[src/hdl/frame_gen_pkg.sv]
package frame_gen_pkg;

    //////////////////////////////
    // Protocol constants
    localparam logic [15:0] ETHERNET_TYPE_IPV4 = 16'h0800;
    localparam logic [7:0]  IPV4_VERSION_IHL   = 8'h45;
    localparam logic [7:0]  IPV4_DSCP          = 8'h00;
    localparam logic [7:0]  IPV4_TIME_TO_LIVE  = 8'h80;
    localparam logic [7:0]  IPV4_PROTOCOL_UDP  = 8'h11;

    //////////////////////////////
    // Frame geometry
    localparam int IPV4_HEADER_HALFWORDS   = 10;
    localparam int HEADER_BYTES            = 42;
    localparam int MINIMUM_PAYLOAD_BYTES   = 18;
    localparam int FCS_BYTES               = 4;
    localparam int UDP_HEADER_BYTES        = 8;
    localparam int IPV4_UDP_OVERHEAD       = 28;
    localparam int MAX_PAYLOAD_BYTES       = 1472;
    localparam int PAYLOAD_ADDRESS_WIDTH   = 11;
    localparam int INTER_PACKET_GAP_CYCLES = 12;

    //////////////////////////////
    // Codes
    localparam logic [31:0] CRC32_POLYNOMIAL = 32'hEDB88320;

    localparam logic [1:0] SOURCE_HEADER  = 2'd0;
    localparam logic [1:0] SOURCE_PAYLOAD = 2'd1;
    localparam logic [1:0] SOURCE_PAD     = 2'd2;
    localparam logic [1:0] SOURCE_FCS     = 2'd3;

    localparam logic [2:0] PHASE_IDLE     = 3'd0;
    localparam logic [2:0] PHASE_CHECKSUM = 3'd1;
    localparam logic [2:0] PHASE_HEADER   = 3'd2;
    localparam logic [2:0] PHASE_PAYLOAD  = 3'd3;
    localparam logic [2:0] PHASE_PAD      = 3'd4;
    localparam logic [2:0] PHASE_FCS      = 3'd5;
    localparam logic [2:0] PHASE_GAP      = 3'd6;

    // IPv4 header, index 0 is the first byte on the wire
    typedef union packed {
        logic [0:19][7:0] bytes;
        logic [0:9][15:0] halfwords;
    } ipv4_header_t;

endpackage

[src/hdl/crc32_generator.sv]
module crc32_generator (
    input  logic        clock,
    input  logic        reset_n,
    input  logic        crc_clear,
    input  logic        crc_update,
    input  logic [7:0]  crc_data,
    output logic [31:0] fcs_value
);
    import frame_gen_pkg::*;

    logic [31:0] crc;
    logic [31:0] crc_next;

    // Reflected CRC, one bit per step, LSB first
    always_comb begin
        crc_next = crc ^ {24'd0, crc_data};
        for (int bit_count = 0; bit_count < 8; bit_count++) begin
            if (crc_next[0]) begin
                crc_next = (crc_next >> 1) ^ CRC32_POLYNOMIAL;
            end else begin
                crc_next = crc_next >> 1;
            end
        end
    end

    always_ff @(posedge clock or negedge reset_n) begin
        if (!reset_n) begin
            crc <= '1;
        end else if (crc_clear) begin
            crc <= '1;
        end else if (crc_update) begin
            crc <= crc_next;
        end
    end

    assign fcs_value = ~crc;

endmodule

[src/hdl/frame_control.sv]
module frame_control (
    input  logic                                          clock,
    input  logic                                          reset_n,
    input  logic                                          enable,
    output logic                                          ready,
    input  logic [15:0]                                   payload_size,
    input  logic                                          header_done,
    output logic                                          header_load,
    output logic [5:0]                                    header_index,
    output logic [1:0]                                    byte_source,
    output logic [1:0]                                    byte_index,
    output logic                                          byte_valid,
    output logic                                          byte_first,
    output logic                                          byte_last,
    output logic                                          crc_clear,
    output logic [frame_gen_pkg::PAYLOAD_ADDRESS_WIDTH-1:0] payload_read_address
);
    import frame_gen_pkg::*;

    logic [2:0]                       phase;
    logic [PAYLOAD_ADDRESS_WIDTH-1:0] count;
    logic [PAYLOAD_ADDRESS_WIDTH-1:0] payload_bytes;
    logic [PAYLOAD_ADDRESS_WIDTH-1:0] pad_bytes;
    logic [15:0]                      pad_length;

    // Zero bytes needed to reach the minimum frame
    assign pad_length = (payload_size < 16'(MINIMUM_PAYLOAD_BYTES)) ?
                        16'(MINIMUM_PAYLOAD_BYTES) - payload_size : 16'd0;

    assign header_load  = (phase == PHASE_IDLE) && ready && enable;
    assign crc_clear    = (phase == PHASE_CHECKSUM) && header_done;
    assign header_index = 6'(HEADER_BYTES - 1) - count[5:0];
    assign byte_index   = 2'(FCS_BYTES - 1) - count[1:0];
    assign byte_first   = (phase == PHASE_HEADER) && (count == 11'(HEADER_BYTES - 1));
    assign byte_last    = (phase == PHASE_FCS) && (count == '0);

    always_comb begin
        byte_source = SOURCE_PAD;
        byte_valid  = 1'b0;
        case (phase)
            PHASE_HEADER: begin
                byte_source = SOURCE_HEADER;
                byte_valid  = 1'b1;
            end
            PHASE_PAYLOAD: begin
                byte_source = SOURCE_PAYLOAD;
                byte_valid  = 1'b1;
            end
            PHASE_PAD: byte_valid = 1'b1;
            PHASE_FCS: begin
                byte_source = SOURCE_FCS;
                byte_valid  = 1'b1;
            end
            default: ;
        endcase
    end

    // Sizes held for the whole frame
    always_ff @(posedge clock) begin
        if (header_load) begin
            payload_bytes <= payload_size[PAYLOAD_ADDRESS_WIDTH-1:0];
            pad_bytes     <= pad_length[PAYLOAD_ADDRESS_WIDTH-1:0];
        end
    end

    //////////////////////////////
    // Phase sequencer
    always_ff @(posedge clock or negedge reset_n) begin
        if (!reset_n) begin
            phase                <= PHASE_IDLE;
            count                <= '0;
            ready                <= 1'b0;
            payload_read_address <= '0;
        end else begin
            case (phase)
                PHASE_IDLE: begin
                    ready <= 1'b1;
                    if (header_load) begin
                        ready                <= 1'b0;
                        payload_read_address <= '0;
                        phase                <= PHASE_CHECKSUM;
                    end
                end
                PHASE_CHECKSUM: begin
                    if (header_done) begin
                        count <= 11'(HEADER_BYTES - 1);
                        phase <= PHASE_HEADER;
                    end
                end
                PHASE_HEADER: begin
                    count <= count - 1'b1;
                    if (count == '0) begin
                        // First payload address goes out with the last header byte
                        payload_read_address <= payload_read_address + 1'b1;
                        count                <= payload_bytes - 1'b1;
                        phase                <= PHASE_PAYLOAD;
                    end
                end
                PHASE_PAYLOAD: begin
                    count                <= count - 1'b1;
                    payload_read_address <= payload_read_address + 1'b1;
                    if (count == '0) begin
                        if (pad_bytes != '0) begin
                            count <= pad_bytes - 1'b1;
                            phase <= PHASE_PAD;
                        end else begin
                            count <= 11'(FCS_BYTES - 1);
                            phase <= PHASE_FCS;
                        end
                    end
                end
                PHASE_PAD: begin
                    count <= count - 1'b1;
                    if (count == '0) begin
                        count <= 11'(FCS_BYTES - 1);
                        phase <= PHASE_FCS;
                    end
                end
                PHASE_FCS: begin
                    count <= count - 1'b1;
                    if (count == '0) begin
                        count <= 11'(INTER_PACKET_GAP_CYCLES - 1);
                        phase <= PHASE_GAP;
                    end
                end
                PHASE_GAP: begin
                    count <= count - 1'b1;
                    if (count == '0) begin
                        ready <= 1'b1;
                        phase <= PHASE_IDLE;
                    end
                end
                default: phase <= PHASE_IDLE;
            endcase
        end
    end

endmodule

[src/hdl/frame_output.sv]
module frame_output (
    input  logic        clock,
    input  logic        reset_n,
    input  logic [1:0]  byte_source,
    input  logic [1:0]  byte_index,
    input  logic        byte_valid,
    input  logic        byte_first,
    input  logic        byte_last,
    input  logic [7:0]  header_byte,
    input  logic [7:0]  payload_read_data,
    input  logic [31:0] fcs_value,
    output logic [7:0]  crc_data,
    output logic        crc_update,
    output logic [7:0]  frame_data,
    output logic        frame_valid,
    output logic        frame_start,
    output logic        frame_last
);
    import frame_gen_pkg::*;

    logic [7:0] selected_byte;

    always_comb begin
        case (byte_source)
            SOURCE_HEADER:  selected_byte = header_byte;
            SOURCE_PAYLOAD: selected_byte = payload_read_data;
            SOURCE_PAD:     selected_byte = 8'h00;
            SOURCE_FCS:     selected_byte = fcs_value[8*byte_index +: 8];
            default:        selected_byte = 8'h00;
        endcase
    end

    // CRC folds the byte being registered, check sequence excluded
    assign crc_data   = selected_byte;
    assign crc_update = byte_valid && (byte_source != SOURCE_FCS);

    always_ff @(posedge clock) begin
        frame_data <= selected_byte;
    end

    always_ff @(posedge clock or negedge reset_n) begin
        if (!reset_n) begin
            frame_valid <= 1'b0;
            frame_start <= 1'b0;
            frame_last  <= 1'b0;
        end else begin
            frame_valid <= byte_valid;
            frame_start <= byte_first;
            frame_last  <= byte_last;
        end
    end

endmodule

[src/hdl/header_builder.sv]
module header_builder (
    input  logic        clock,
    input  logic        reset_n,
    input  logic        header_load,
    input  logic [47:0] mac_destination,
    input  logic [47:0] mac_source,
    input  logic [31:0] ipv4_source,
    input  logic [31:0] ipv4_destination,
    input  logic [15:0] ipv4_identification,
    input  logic [15:0] ipv4_flags,
    input  logic [15:0] udp_source,
    input  logic [15:0] udp_destination,
    input  logic [15:0] payload_size,
    input  logic [5:0]  header_index,
    output logic        header_done,
    output logic [7:0]  header_byte
);
    import frame_gen_pkg::*;

    logic [47:0]                      saved_mac_destination;
    logic [47:0]                      saved_mac_source;
    logic [15:0]                      saved_udp_source;
    logic [15:0]                      saved_udp_destination;
    logic [15:0]                      udp_length;
    ipv4_header_t                     ipv4_header;
    logic [15:0]                      total_length;
    logic [15:0]                      sum;
    logic [16:0]                      sum_wide;
    logic [15:0]                      sum_next;
    logic [3:0]                       sum_count;
    logic                             summing;
    logic                             last_step;
    logic [0:HEADER_BYTES-1][7:0]     header_bytes;

    assign total_length = payload_size + 16'(IPV4_UDP_OVERHEAD);

    // Ones' complement add with end-around carry
    assign sum_wide  = {1'b0, sum} + {1'b0, ipv4_header.halfwords[sum_count]};
    assign sum_next  = sum_wide[15:0] + {15'd0, sum_wide[16]};
    assign last_step = (sum_count == 4'(IPV4_HEADER_HALFWORDS - 1));

    always_ff @(posedge clock) begin
        if (header_load) begin
            saved_mac_destination <= mac_destination;
            saved_mac_source      <= mac_source;
            saved_udp_source      <= udp_source;
            saved_udp_destination <= udp_destination;
            udp_length            <= payload_size + 16'(UDP_HEADER_BYTES);
            // Checksum field starts at zero for the sum
            ipv4_header.bytes     <= {IPV4_VERSION_IHL, IPV4_DSCP, total_length,
                                      ipv4_identification, ipv4_flags,
                                      IPV4_TIME_TO_LIVE, IPV4_PROTOCOL_UDP, 16'h0000,
                                      ipv4_source, ipv4_destination};
            sum                   <= '0;
        end else if (summing) begin
            sum <= sum_next;
            if (last_step) begin
                ipv4_header.halfwords[5] <= ~sum_next;
            end
        end
    end

    always_ff @(posedge clock or negedge reset_n) begin
        if (!reset_n) begin
            summing     <= 1'b0;
            sum_count   <= '0;
            header_done <= 1'b0;
        end else begin
            header_done <= 1'b0;
            if (header_load) begin
                summing   <= 1'b1;
                sum_count <= '0;
            end else if (summing) begin
                sum_count <= sum_count + 1'b1;
                if (last_step) begin
                    summing     <= 1'b0;
                    header_done <= 1'b1;
                end
            end
        end
    end

    // MACs, ethertype, IPv4 header, UDP header with zero checksum
    assign header_bytes = {saved_mac_destination, saved_mac_source, ETHERNET_TYPE_IPV4,
                           ipv4_header.bytes, saved_udp_source, saved_udp_destination,
                           udp_length, 16'h0000};
    assign header_byte  = header_bytes[header_index];

endmodule

[src/hdl/udp_frame_generator.sv]
module udp_frame_generator (
    input  logic                                          clock,
    input  logic                                          reset_n,
    input  logic                                          enable,
    output logic                                          ready,
    input  logic [47:0]                                   mac_destination,
    input  logic [47:0]                                   mac_source,
    input  logic [31:0]                                   ipv4_source,
    input  logic [31:0]                                   ipv4_destination,
    input  logic [15:0]                                   ipv4_identification,
    input  logic [15:0]                                   ipv4_flags,
    input  logic [15:0]                                   udp_source,
    input  logic [15:0]                                   udp_destination,
    input  logic [15:0]                                   payload_size,
    output logic [frame_gen_pkg::PAYLOAD_ADDRESS_WIDTH-1:0] payload_read_address,
    input  logic [7:0]                                    payload_read_data,
    output logic [7:0]                                    frame_data,
    output logic                                          frame_valid,
    output logic                                          frame_start,
    output logic                                          frame_last
);

    logic        header_load;
    logic        header_done;
    logic [5:0]  header_index;
    logic [7:0]  header_byte;
    logic [1:0]  byte_source;
    logic [1:0]  byte_index;
    logic        byte_valid;
    logic        byte_first;
    logic        byte_last;
    logic        crc_clear;
    logic        crc_update;
    logic [7:0]  crc_data;
    logic [31:0] fcs_value;

    frame_control control (
        .clock, .reset_n, .enable, .ready, .payload_size,
        .header_done, .header_load, .header_index,
        .byte_source, .byte_index, .byte_valid, .byte_first, .byte_last,
        .crc_clear, .payload_read_address
    );

    header_builder header (
        .clock, .reset_n, .header_load,
        .mac_destination, .mac_source, .ipv4_source, .ipv4_destination,
        .ipv4_identification, .ipv4_flags, .udp_source, .udp_destination,
        .payload_size, .header_index, .header_done, .header_byte
    );

    crc32_generator crc (
        .clock, .reset_n, .crc_clear, .crc_update, .crc_data, .fcs_value
    );

    frame_output out (
        .clock, .reset_n, .byte_source, .byte_index, .byte_valid, .byte_first,
        .byte_last, .header_byte, .payload_read_data, .fcs_value,
        .crc_data, .crc_update, .frame_data, .frame_valid, .frame_start, .frame_last
    );

endmodule

[config.mk]
export PLATFORM = sky130hd
export DESIGN_NAME = udp_frame_generator
export DESIGN_NICKNAME = d
export VERILOG_FILES = /design/src/hdl/frame_gen_pkg.sv /design/src/hdl/crc32_generator.sv /design/src/hdl/frame_control.sv /design/src/hdl/frame_output.sv /design/src/hdl/header_builder.sv /design/src/hdl/udp_frame_generator.sv
export SDC_FILE = /design/constraint.sdc
export NUM_CORES = 1
export LEC_CHECK = 0
export BUFFER_PORTS_ARGS = -buffer_cell sky130_fd_sc_hd__buf_2
export CORE_MARGIN = 10
export CORE_UTILIZATION = 29
export CTS_BUF_LIST = sky130_fd_sc_hd__clkbuf_8
export CTS_CLUSTER_DIAMETER = 50
export CTS_CLUSTER_SIZE = 16
export DETAILED_ROUTE_END_ITERATION = 8
export GPL_TIMING_DRIVEN = 0
export SYNTH_ARGS = -nofsm -noshare
export SYNTH_HDL_FRONTEND = slang
export SYNTH_SLANG_ARGS = --single-unit
export TNS_END_PERCENT = 30
[constraint.sdc]
create_clock -name clock -period 12.65 [get_ports clock]
set_clock_uncertainty 0.05 [all_clocks]
set_input_delay 1.265 -clock clock [delete_from_list [all_inputs] [get_ports clock]]
set_output_delay 1.265 -clock clock [all_outputs]
set_load 0.05 [all_outputs]
## After elaboration in Yosys (flattened, before gate mapping)

Index checks and enable logic that the tools add are counted.

- Register bits: 385
- Input bits: 251
- Output and inout port bits: 23

- $add $sub $neg: 12
- Magnitude comparators: 3
- Equal/unequal tests: 19
- Shift-type cells: 1
- Muxes and demuxes: 49
- Bitwise logic cells: 13
- Reduce and logical (&&, ||, !) cells: 21

Operator list:

| operator | count |
|---|---|
| $mux W32 | 10 |
| $not A13 Y14 | 8 |
| $mux W11 | 8 |
| $pmux W11 S6 | 1 |
| $bmux W16 S4 | 1 |
| $bmux W8 S6 | 1 |
| $pmux W11 S3 | 1 |
| $sub A11 B1 Y11 const B | 3 |
| $mux W16 | 2 |
| $not A32 Y32 | 1 |
| $pmux W8 S4 | 1 |
| $shiftx A32 B6 Y8 | 1 |
| $xor A32 B8 Y32 | 1 |
| $mux W3 | 7 |
| $pmux W3 S7 | 1 |
| $add A16 B16 Y17 | 1 |
| $add A16 B1 Y16 | 1 |
| $add A16 B4 Y16 const B | 1 |
| $add A16 B5 Y16 const B | 1 |
| $lt A16 B5 Y1 const B | 1 |
| $mux W8 | 2 |
| $not A16 Y16 | 1 |
| $add A11 B1 Y11 const B | 1 |
| $eq A11 B6 Y1 const B | 1 |
| 32 further kinds | 61 |

## Depth between registers and ports, before layout

Gate-level depths: netlist (run 1).

- Depth in word-level cells: 25
- Mapped depth: 29
- Gate-level depth less buffers: 27

## By module

A second synthesis (run 1) with hierarchy kept.

- Cells, all modules: 1587
- Area, all modules: 20044.2 um^2

By module, submodules not included:

| module | instances | cells each | area each (um^2) |
|---|---|---|---|
| header_builder | 1 | 959 | 13913.3 |
| frame_control | 1 | 348 | 3266.9 |
| crc32_generator | 1 | 220 | 2187.1 |
| frame_output | 1 | 60 | 676.9 |

## Worst setup path before layout (run 1)

No wires, ideal clock.

- Kind: input port to flip-flop
- Start point: input port enable
- End point: register control.pad_bytes[0] (enable)
- Setup time: 0.746 ns
- Arrival: 9.477 ns
- Data required time: 11.854 ns
- Slack: 2.377 ns
- Cell stages on the path: 3
- Path buffers: 1
- Cell sequence: nand2_1 -> nor4_1 -> clkbuf_1

- Word-level cells in the longest chain between the ends: 1

Ends and longest elaborated chain:

| what | RTL line | text |
|---|---|---|
| start: declaration | udp_frame_generator.sv:4 | `input logic enable,` |
| $logic_and A1 B1 Y1 | frame_control.sv:30 | `assign header_load = (phase == PHASE_IDLE) && ready && enable;` |
| net control.header_load | frame_control.sv:8 | `output logic header_load,` |
| end signal: assignment | frame_control.sv:62 | `pad_bytes <= pad_length[PAYLOAD_ADDRESS_WIDTH-1:0];` |
| end: declaration | frame_control.sv:23 | `logic [PAYLOAD_ADDRESS_WIDTH-1:0] pad_bytes;` |

The timed path passes the listed nets, and every way through them passes these cells.
A chain may end at the register's enable or synchronous reset.

## Worst setup path after layout (run 1)

- Start point: register header.sum_count[1]
- End point: register header.ipv4_header[77] (netlist bit)

- Word-level cells in the longest chain between the ends: 7
- Elaborated cells on any way between the ends: 9

Ends and longest elaborated chain:

| what | RTL line | text |
|---|---|---|
| start: declaration | header_builder.sv:30 | `logic [3:0] sum_count;` |
| start signal: assignment | header_builder.sv:74 | `sum_count <= sum_count + 1'b1;` |
| $not A4 Y5 (implied by the code) | header_builder.sv:38 | `assign sum_wide = {1'b0, sum} + {1'b0, ipv4_header.halfwords[sum_count]};` |
| $bmux W16 S4 | header_builder.sv:38 |  |
| $mux W16 (implied by the code) (2 in a row) | header_builder.sv:38 |  |
| $add A16 B16 Y17 | header_builder.sv:38 |  |
| $add A16 B1 Y16 | header_builder.sv:39 | `assign sum_next = sum_wide[15:0] + {15'd0, sum_wide[16]};` |
| $not A16 Y16 | header_builder.sv:58 | `ipv4_header.halfwords[5] <= ~sum_next;` |
| end: declaration | header_builder.sv:25 | `ipv4_header_t ipv4_header;` |

Parallel ways exist; a longest one is shown, timed or not. The select of a mux whose other input is x is not followed.

==> flow_metrics.tcl, run 1 <==
set metrics [dict create \
    holdBufCountCts 0 \
    syn_inst 1542 \
    r2r-start "header.sum_count[1]" \
    synth_cell_types 90 \
    grt_max_degree 69 \
    synth_area_um2 19770 \
    antenna_found_initial 5 \
    grt_util_all_layers 0.1794 \
    grt_overflow 0 \
    num_rows 95 \
    synth_edf_count 273 \
    worst_hold_path_type "input pin to asynchronous set/reset pin" \
    clk_path_buf_depth 3 \
    ir_worst_vdd_uv 160.0 \
    area_growth_pct 20.29 \
    yosys_most_used_dff "edfxtp_1" \
    yosysWarningCount 0 \
    fp.dieArea_um2 79030 \
    syn_avg_cell_area_um2 12.82 \
    final_nets 2167 \
    p_per_area_nw_per_um2 303.2 \
    cts_tree "yes" \
    grt_first_pass_wirelength_mm 103.9 \
    cts_setup_buffers 0 \
    first_global_vias 15230 \
    endpoint_kind "flop" \
    ys_seq_area_frac 0.5419 \
    power.total_mw 7.211 \
    crit_arrival_ns 8.25 \
    leakage_nw 8.712 \
    max_freq_ghz 0.1298 \
    cp-start-kind "flop" \
    dpl.hpwl_mm 55.67 \
    status "finished clean" \
    htree_levels 2 \
    synth_top_area_cell "edfxtp_1" \
    routed_wl_mm 72.85 \
    core_area_um2 67400 \
    rr_worst_depth 24 \
    setup_viol 0 \
    drv_slew 0 \
    synth_area_leaders "edfxtp_1 41%, mux4_2 8.4%, dfrtp_1 4.4%, dfstp_2 4.3%, dfxtp_1 4.0%" \
    start_util 0.2934 \
    rsz0062_at_grt "no" \
    crit_required_ns 13.20 \
    clock_sinks 380 \
    post-route-period-util 0.6089 \
    critPathKind "flop to flop" \
    drive_gt1_frac 0.3016 \
    drc_errors 0 \
    port_buffers 271 \
    die_width_um 281.1 \
    routedWlPerCell_um 25.97 \
    die_y_um 281.1 \
    synth.top_cell.area_share 0.4146 \
    slew_headroom 0.08452 \
    routabilityCongestion 0.9472 \
    fin_util 0.3529 \
    path_max_fanout 10 \
    cts_buffers 58 \
    drt_iter0_markers 1554 \
    finalHoldViolCount 0 \
    synthArstFlopShare 0.1763 \
    clk_latency_ns 0.72 \
    rrSetupSlack_ns 4.95 \
    root_buffer "clkbuf_8" \
    firstDrtPassIters 5 \
    routed-via-count 14880 \
    startpoint "header.sum_count[1]" \
    viasPerCell 5.305 \
    clkTransAtPathRegs_ns 0.09 \
    ys_ff_latch 380 \
    rr_endpoint "header.ipv4_header[77]" \
    ant_nets 0 \
    ios 274 \
    max-cap-violations 0 \
    tightest_slew_ns 1.369 \
    syn-num-nets 1829 \
    crit_end "header.ipv4_header[77]" \
    fin_crit_ns 7.703 \
    cts_resized 0 \
]
[power breakdown]
group | switching, mW | total (mW) | internal (mW) | leakage, nW
sequential | 0.170 | 1.78 | 1.61 | 3.58
combinational | 2.52 | 4.22 | 1.70 | 4.44
clock | 0.659 | 1.21 | 0.550 | 0.687
total | 3.35 | 7.21 | 3.86 | 8.71
[registers in the layout (all words and copies together) (netlist names), 16 cells and up]
register / cells
crc.crc: 32
header.ipv4_header: 126
header.saved_mac_destination: 48
header.saved_mac_source: 48
header.saved_udp_destination: 16
header.saved_udp_source: 16
header.sum: 16
header.udp_length: 16
[synthesized netlist by cell type, types with 5 or more instances]
cell type and instances:
xnor2_1 80, o21ai_0 70, dfxtp_1 40, buf_6 8, dfrtp_1 35, nand2b_1 11
a31oi_1 7, xor2_1 52, edfxtp_1 273, mux2i_1 50, a22oi_1 15, o211ai_1 10
nor2b_1 9, nor4_1 7, mux4_2 74, o22ai_1 17, nand3_1 30, a21oi_1 97
o21a_1 7, a21o_1 11, o31ai_1 7, buf_2 9, and2_1 5, and3_1 9
buf_4 7, mux2_2 24, a211oi_1 28, nor2_1 114, xnor2_4 9, or4_1 5
nor3_1 46, or3_1 16, nand4_1 10, ha_1 35, inv_1 26, dfstp_2 32
nand2_1 98, o41ai_1 5, clkbuf_1 61, o21ai_1 5
[how the worst min path moves through the flow]
| stage | end | slack, ns | depth (start not counted) |
|---|---|---|---|
| 3_3_place_gp | header.ipv4_header[69] | 0.41 | 2 |
| 6_report | control.payload_read_address[9] | 0.32 | 1 |
| 2_1_floorplan | header.ipv4_header[75] | 0.39 | 2 |
| 4_1_cts | control.payload_read_address[6] | 0.28 | 1 |
| 5_1_grt | control.payload_read_address[6] | 0.31 | 1 |
| 3_5_place_dp | header.ipv4_header[69] | 0.42 | 2 |
[routing by layer]
layer,wire length (um),GRT usage,vias to the layer above
met1,31080,0.2393,7426
met5,43,0,-
met3,6549,0.04619,135
li1,-,-,6551
met2,32860,0.2790,762
met4,2319,0.06010,6
[stage by stage]
stage | TNS [ns] | worst slack [ns] | instances | cell area (um^2) | hold slack (ns)
finish | 0 | 4.947 | 2805 | 23780 | 0.3152
global route | 0 | 4.444 | 2804 | 23780 | 0.3141
CTS | 0 | 5.128 | 2802 | 23770 | 0.2782
detailed placement | 0 | 5.184 | 2692 | 22380 | 0.4220
global placement | -567.90 | -2.075 | 2686 | 22220 | 0.4085
floorplan | 0 | 2.377 | 1542 | 19770 | 0.3913
[cell type report]
class,instances,area [um^2]
flip-flops and latches,380,10720
well taps,873,1092
repair buffers,278,1509
fillers,6496,43610
plain buffers,93,516.7
multi-input cells,1041,8446
clock inverters,50,569.3
diodes,2,5.005
inverters,28,105.1
clock buffers,60,825.8
[cell usage in the layout, fill, tap and decap left out, types with 11 or more instances in the layout]
cell type	netlist	routed
a211oi_1	28	28
a21o_1	11	11
a21oi_1	97	97
a22oi_1	15	15
buf_2	9	280
clkbuf_1	61	60
clkbuf_8	0	60
dfrtp_1	35	35
dfstp_2	32	32
dfxtp_1	40	40
edfxtp_1	273	273
ha_1	35	35
inv_1	26	27
inv_6	0	12
inv_8	0	11
mux2_2	24	24
mux2i_1	50	50
mux4_2	74	74
nand2_1	98	98
nand2b_1	11	11
nand3_1	30	30
nor2_1	114	114
nor3_1	46	46
o21ai_0	70	70
o22ai_1	17	17
or3_1	16	16
xnor2_1	80	80
xor2_1	52	52
[logic make-up (layout without fill, tap and decap cells)]
group / count (synthesis) / count (layout) / share of synthesized area
AO/OA/AOI/OAI: 326 / 326 / 0.1078
XOR/XNOR: 146 / 146 / 0.07682
adder cells (fa/ha/maj): 36 / 36 / 0.02316
buffers and inverters: 121 / 509 / 0.03126
flip-flops: 380 / 380 / 0.5419
multiplexers: 154 / 154 / 0.1290
other: 0 / 2 / 0
AND/OR/NAND/NOR: 379 / 379 / 0.09011
[critical path: stages (launching register included)]
cell and delay, ns:
dfrtp_1 0.36, clkbuf_1 0.72, clkbuf_1 0.72, inv_2 0.27, nor2_1 0.89, a22oi_1 0.17, o22ai_1 0.44, fa_1 0.30
a21o_1 0.15, a21oi_1 0.10, o21bai_1 0.13, a21o_1 0.24, a211oi_1 0.15, o31ai_1 0.28, a21oi_1 0.17, nor2b_1 0.15
o21ai_0 0.09, nand2b_1 0.11, ha_1 0.21, and3_1 0.25, nand2_1 0.13, nor4b_1 0.83, nand3_1 0.18, xnor2_1 0.23
a22o_1 0.25
Power figures use the tool's default switching activity.
==> run 2: changes to the inputs <==
Settings changed: ABC_AREA set to 1.
Clock period 12.65 ns to 6.2 ns, I/O delays scaled along.
==> flow_metrics.tcl, run 2 <==
set metrics [dict create \
    status "finished clean" \
    synth_edf_count 273 \
    clk_path_buf_depth 3 \
    critPathMaxStageDelay_ns 0.50 \
    routed_wl_mm 85.24 \
    rsz0062_at_grt "no" \
    setup_viol 0 \
    crit_path_frequent_cell "nand2_1" \
    htree_levels 2 \
    fin_util 0.3601 \
    root_buffer "clkbuf_8" \
    layout_common_cells "737 x nand2_1, 301 x buf_2, 294 x inv_1, 273 x edfxtp_1" \
    crit_path_top_delay_cell "dfrtp_2" \
    largest_reg_flops 126 \
    final_nets 3204 \
    grt_first_pass_wirelength_mm 123.0 \
    grt_overflow 0 \
    crit_arrival_ns 6.20 \
    clk_latency_ns 0.72 \
    max-cap-violations 0 \
    drive_gt1_frac 0.1832 \
    ant_nets 0 \
    yosys_most_used_dff "edfxtp_1" \
    syn-num-nets 2798 \
    crit_required_ns 6.73 \
    syn_avg_cell_area_um2 8.388 \
    firstDrtPassIters 6 \
    first_global_vias 18960 \
    cts_buffers 55 \
    fp.dieArea_um2 83800 \
    die_y_um 289.5 \
    synth_common_cells "737 x nand2_1, 291 x inv_1, 273 x edfxtp_1, 174 x nand3_1, 174 x nor2_1" \
    ir_worst_vdd_uv 265.5 \
    synth_area_um2 21060 \
    start_util 0.2936 \
    drv_slew 0 \
    path_max_fanout 11 \
    critPathKind "flop to flop" \
    drc_errors 0 \
    viasPerCell 4.981 \
    ys_ff_latch 380 \
    dpl.hpwl_mm 64.88 \
    clock_sinks 380 \
    ys_seq_area_frac 0.5088 \
    slew_headroom 0.3606 \
    p_per_area_nw_per_um2 631.6 \
    regMostFlops "header.ipv4_header" \
    fillCellCount 7437 \
    area_growth_pct 22.64 \
    syn_inst 2511 \
    num_rows 98 \
    top_regs "header.ipv4_header x126, header.saved_mac_destination x48, header.saved_mac_source x48" \
    power.total_mw 16.31 \
    leakage_nw 11.59 \
    routed-via-count 19520 \
    tightest_slew_ns 0.9471 \
    synth_area_leaders "edfxtp_1 39%, nand2_1 13%, inv_1 5.2%, dfrtp_1 4.2%, nand3_1 4.1%" \
    place_area_um2 23810 \
    synth.top_cell.area_share 0.3892 \
    worst_hold_path_type "input pin to flop" \
    yosysWarningCount 0 \
    cts_tree "yes" \
    fin_setup_tns_ns 0 \
    port_buffers 273 \
    layout.cells.most_common "nand2_1" \
    core_area_um2 71730 \
    endpoint_kind "flop" \
    max_freq_ghz 0.1764 \
    cp-start-kind "flop" \
    fin_crit_ns 5.669 \
    synthArstFlopShare 0.1763 \
    clkTransAtPathRegs_ns 0.09 \
    grt_max_degree 51 \
    synth_top_area_cell "edfxtp_1" \
    yosysMostFrequentCell "nand2_1" \
    antenna_found_initial 13 \
    routedWlPerCell_um 21.76 \
    drt_iter0_markers 2043 \
    grt_util_all_layers 0.1980 \
    postLayoutCellArea_um2 25830 \
    routabilityCongestion 0.9827 \
    synth_cell_types 63 \
    finalHoldViolCount 0 \
    cts_setup_buffers 0 \
    ios 274 \
    die_width_um 289.5 \
    post-route-period-util 0.9144 \
]
==> run 2: worst paths after layout <==
| kind | from | end | slack (ns) | depth (start not counted) |
|---|---|---|---|---|
| min in group asynchronous | reset_n | crc.crc[5] | 0.58 | 2 |
| min | ipv4_source[17] | header.ipv4_header[49] | 0.02 | 1 |
| max in group asynchronous | reset_n | crc.crc[21] | 5.15 | 3 |
| min reg2reg | header.ipv4_header[65] | header.ipv4_header[65] | 0.43 | 2 |
| max reg2reg | header.sum_count[1] | header.sum[13] | 0.53 | 29 |
| max | header.sum_count[1] | header.sum[13] | 0.53 | 29 |
==> run 2: layout make-up <==
cell class | instances | area [um^2] | share of cell area
Sequential cell | 380 | 10720 | 0.4149
Multi-Input combinational cell | 1727 | 8660 | 0.3353
Timing Repair Buffer | 351 | 2247 | 0.08700
Tap cell | 950 | 1189 | 0.04602
Inverter | 305 | 1151 | 0.04456
Clock buffer | 57 | 784.5 | 0.03037
Buffer | 97 | 544.3 | 0.02107
Clock inverter | 47 | 528.0 | 0.02044
Antenna cell | 4 | 10.01 | 0.0003875
==> run 2: timing repair <==
action | 4_1_cts | 5_1_grt
endpoints found under the hold margin | 72 | 0
hold buffers | 69 | 0
endpoints found under the setup margin | 0 | 20
gates resized for setup | 0 | 16
==> run 2: logic make-up (layout without fill, tap and decap cells) <==
| family | Yosys count | after routing | share of synthesized area |
|---|---|---|---|
| compound gates | 404 | 404 | 0.1106 |
| mux | 10 | 10 | 0.004753 |
| buf+inv | 404 | 857 | 0.08026 |
| xor+xnor | 87 | 87 | 0.03707 |
| flops | 380 | 380 | 0.5088 |
| simple gates | 1190 | 1190 | 0.2368 |
| other cells | 0 | 4 | 0 |
| fa+ha+maj | 36 | 36 | 0.02174 |
==> run 2: power breakdown <==
group          internal [mW]  switching, mW  leakage [nW]
logic                   2.92           7.11          7.31
registers               3.49          0.411          3.62
clock network           1.12           1.26         0.655
total                   7.53           8.78          11.6
==> run 2: critical path: cells and delay by family, from the launching register on <==
family                   cells  cell delay, ns
AO/OA/AOI/OAI                9            1.89
flip-flops                   1            0.50
adder cells (fa/ha/maj)      2            0.66
AND/OR/NAND/NOR             14            1.69
buffers and inverters        4            0.73
==> run 2: stage by stage <==
stage | hold WS (ns) | instances | setup WS, ns
3_5_place_dp | 0.4103 | 3743 | 0.1212
4_1_cts | 0.0001371 | 3916 | 0.02924
5_1_grt | 0.005483 | 3917 | 0.03976
3_3_place_gp | 0.4107 | 3734 | -2.427
2_1_floorplan | 0.2744 | 2511 | 0.4943
6_report | 0.02427 | 3918 | 0.5309
==> run 2: per-layer routing <==
layer | wire length, um | track usage | part of all wire
met4 | 3698 | 0.08132 | 0.043
met2 | 36520 | 0.2985 | 0.43
met1 | 35790 | 0.2660 | 0.42
met3 | 9097 | 0.05249 | 0.11
met5 | 137 | 0 | 0.0016
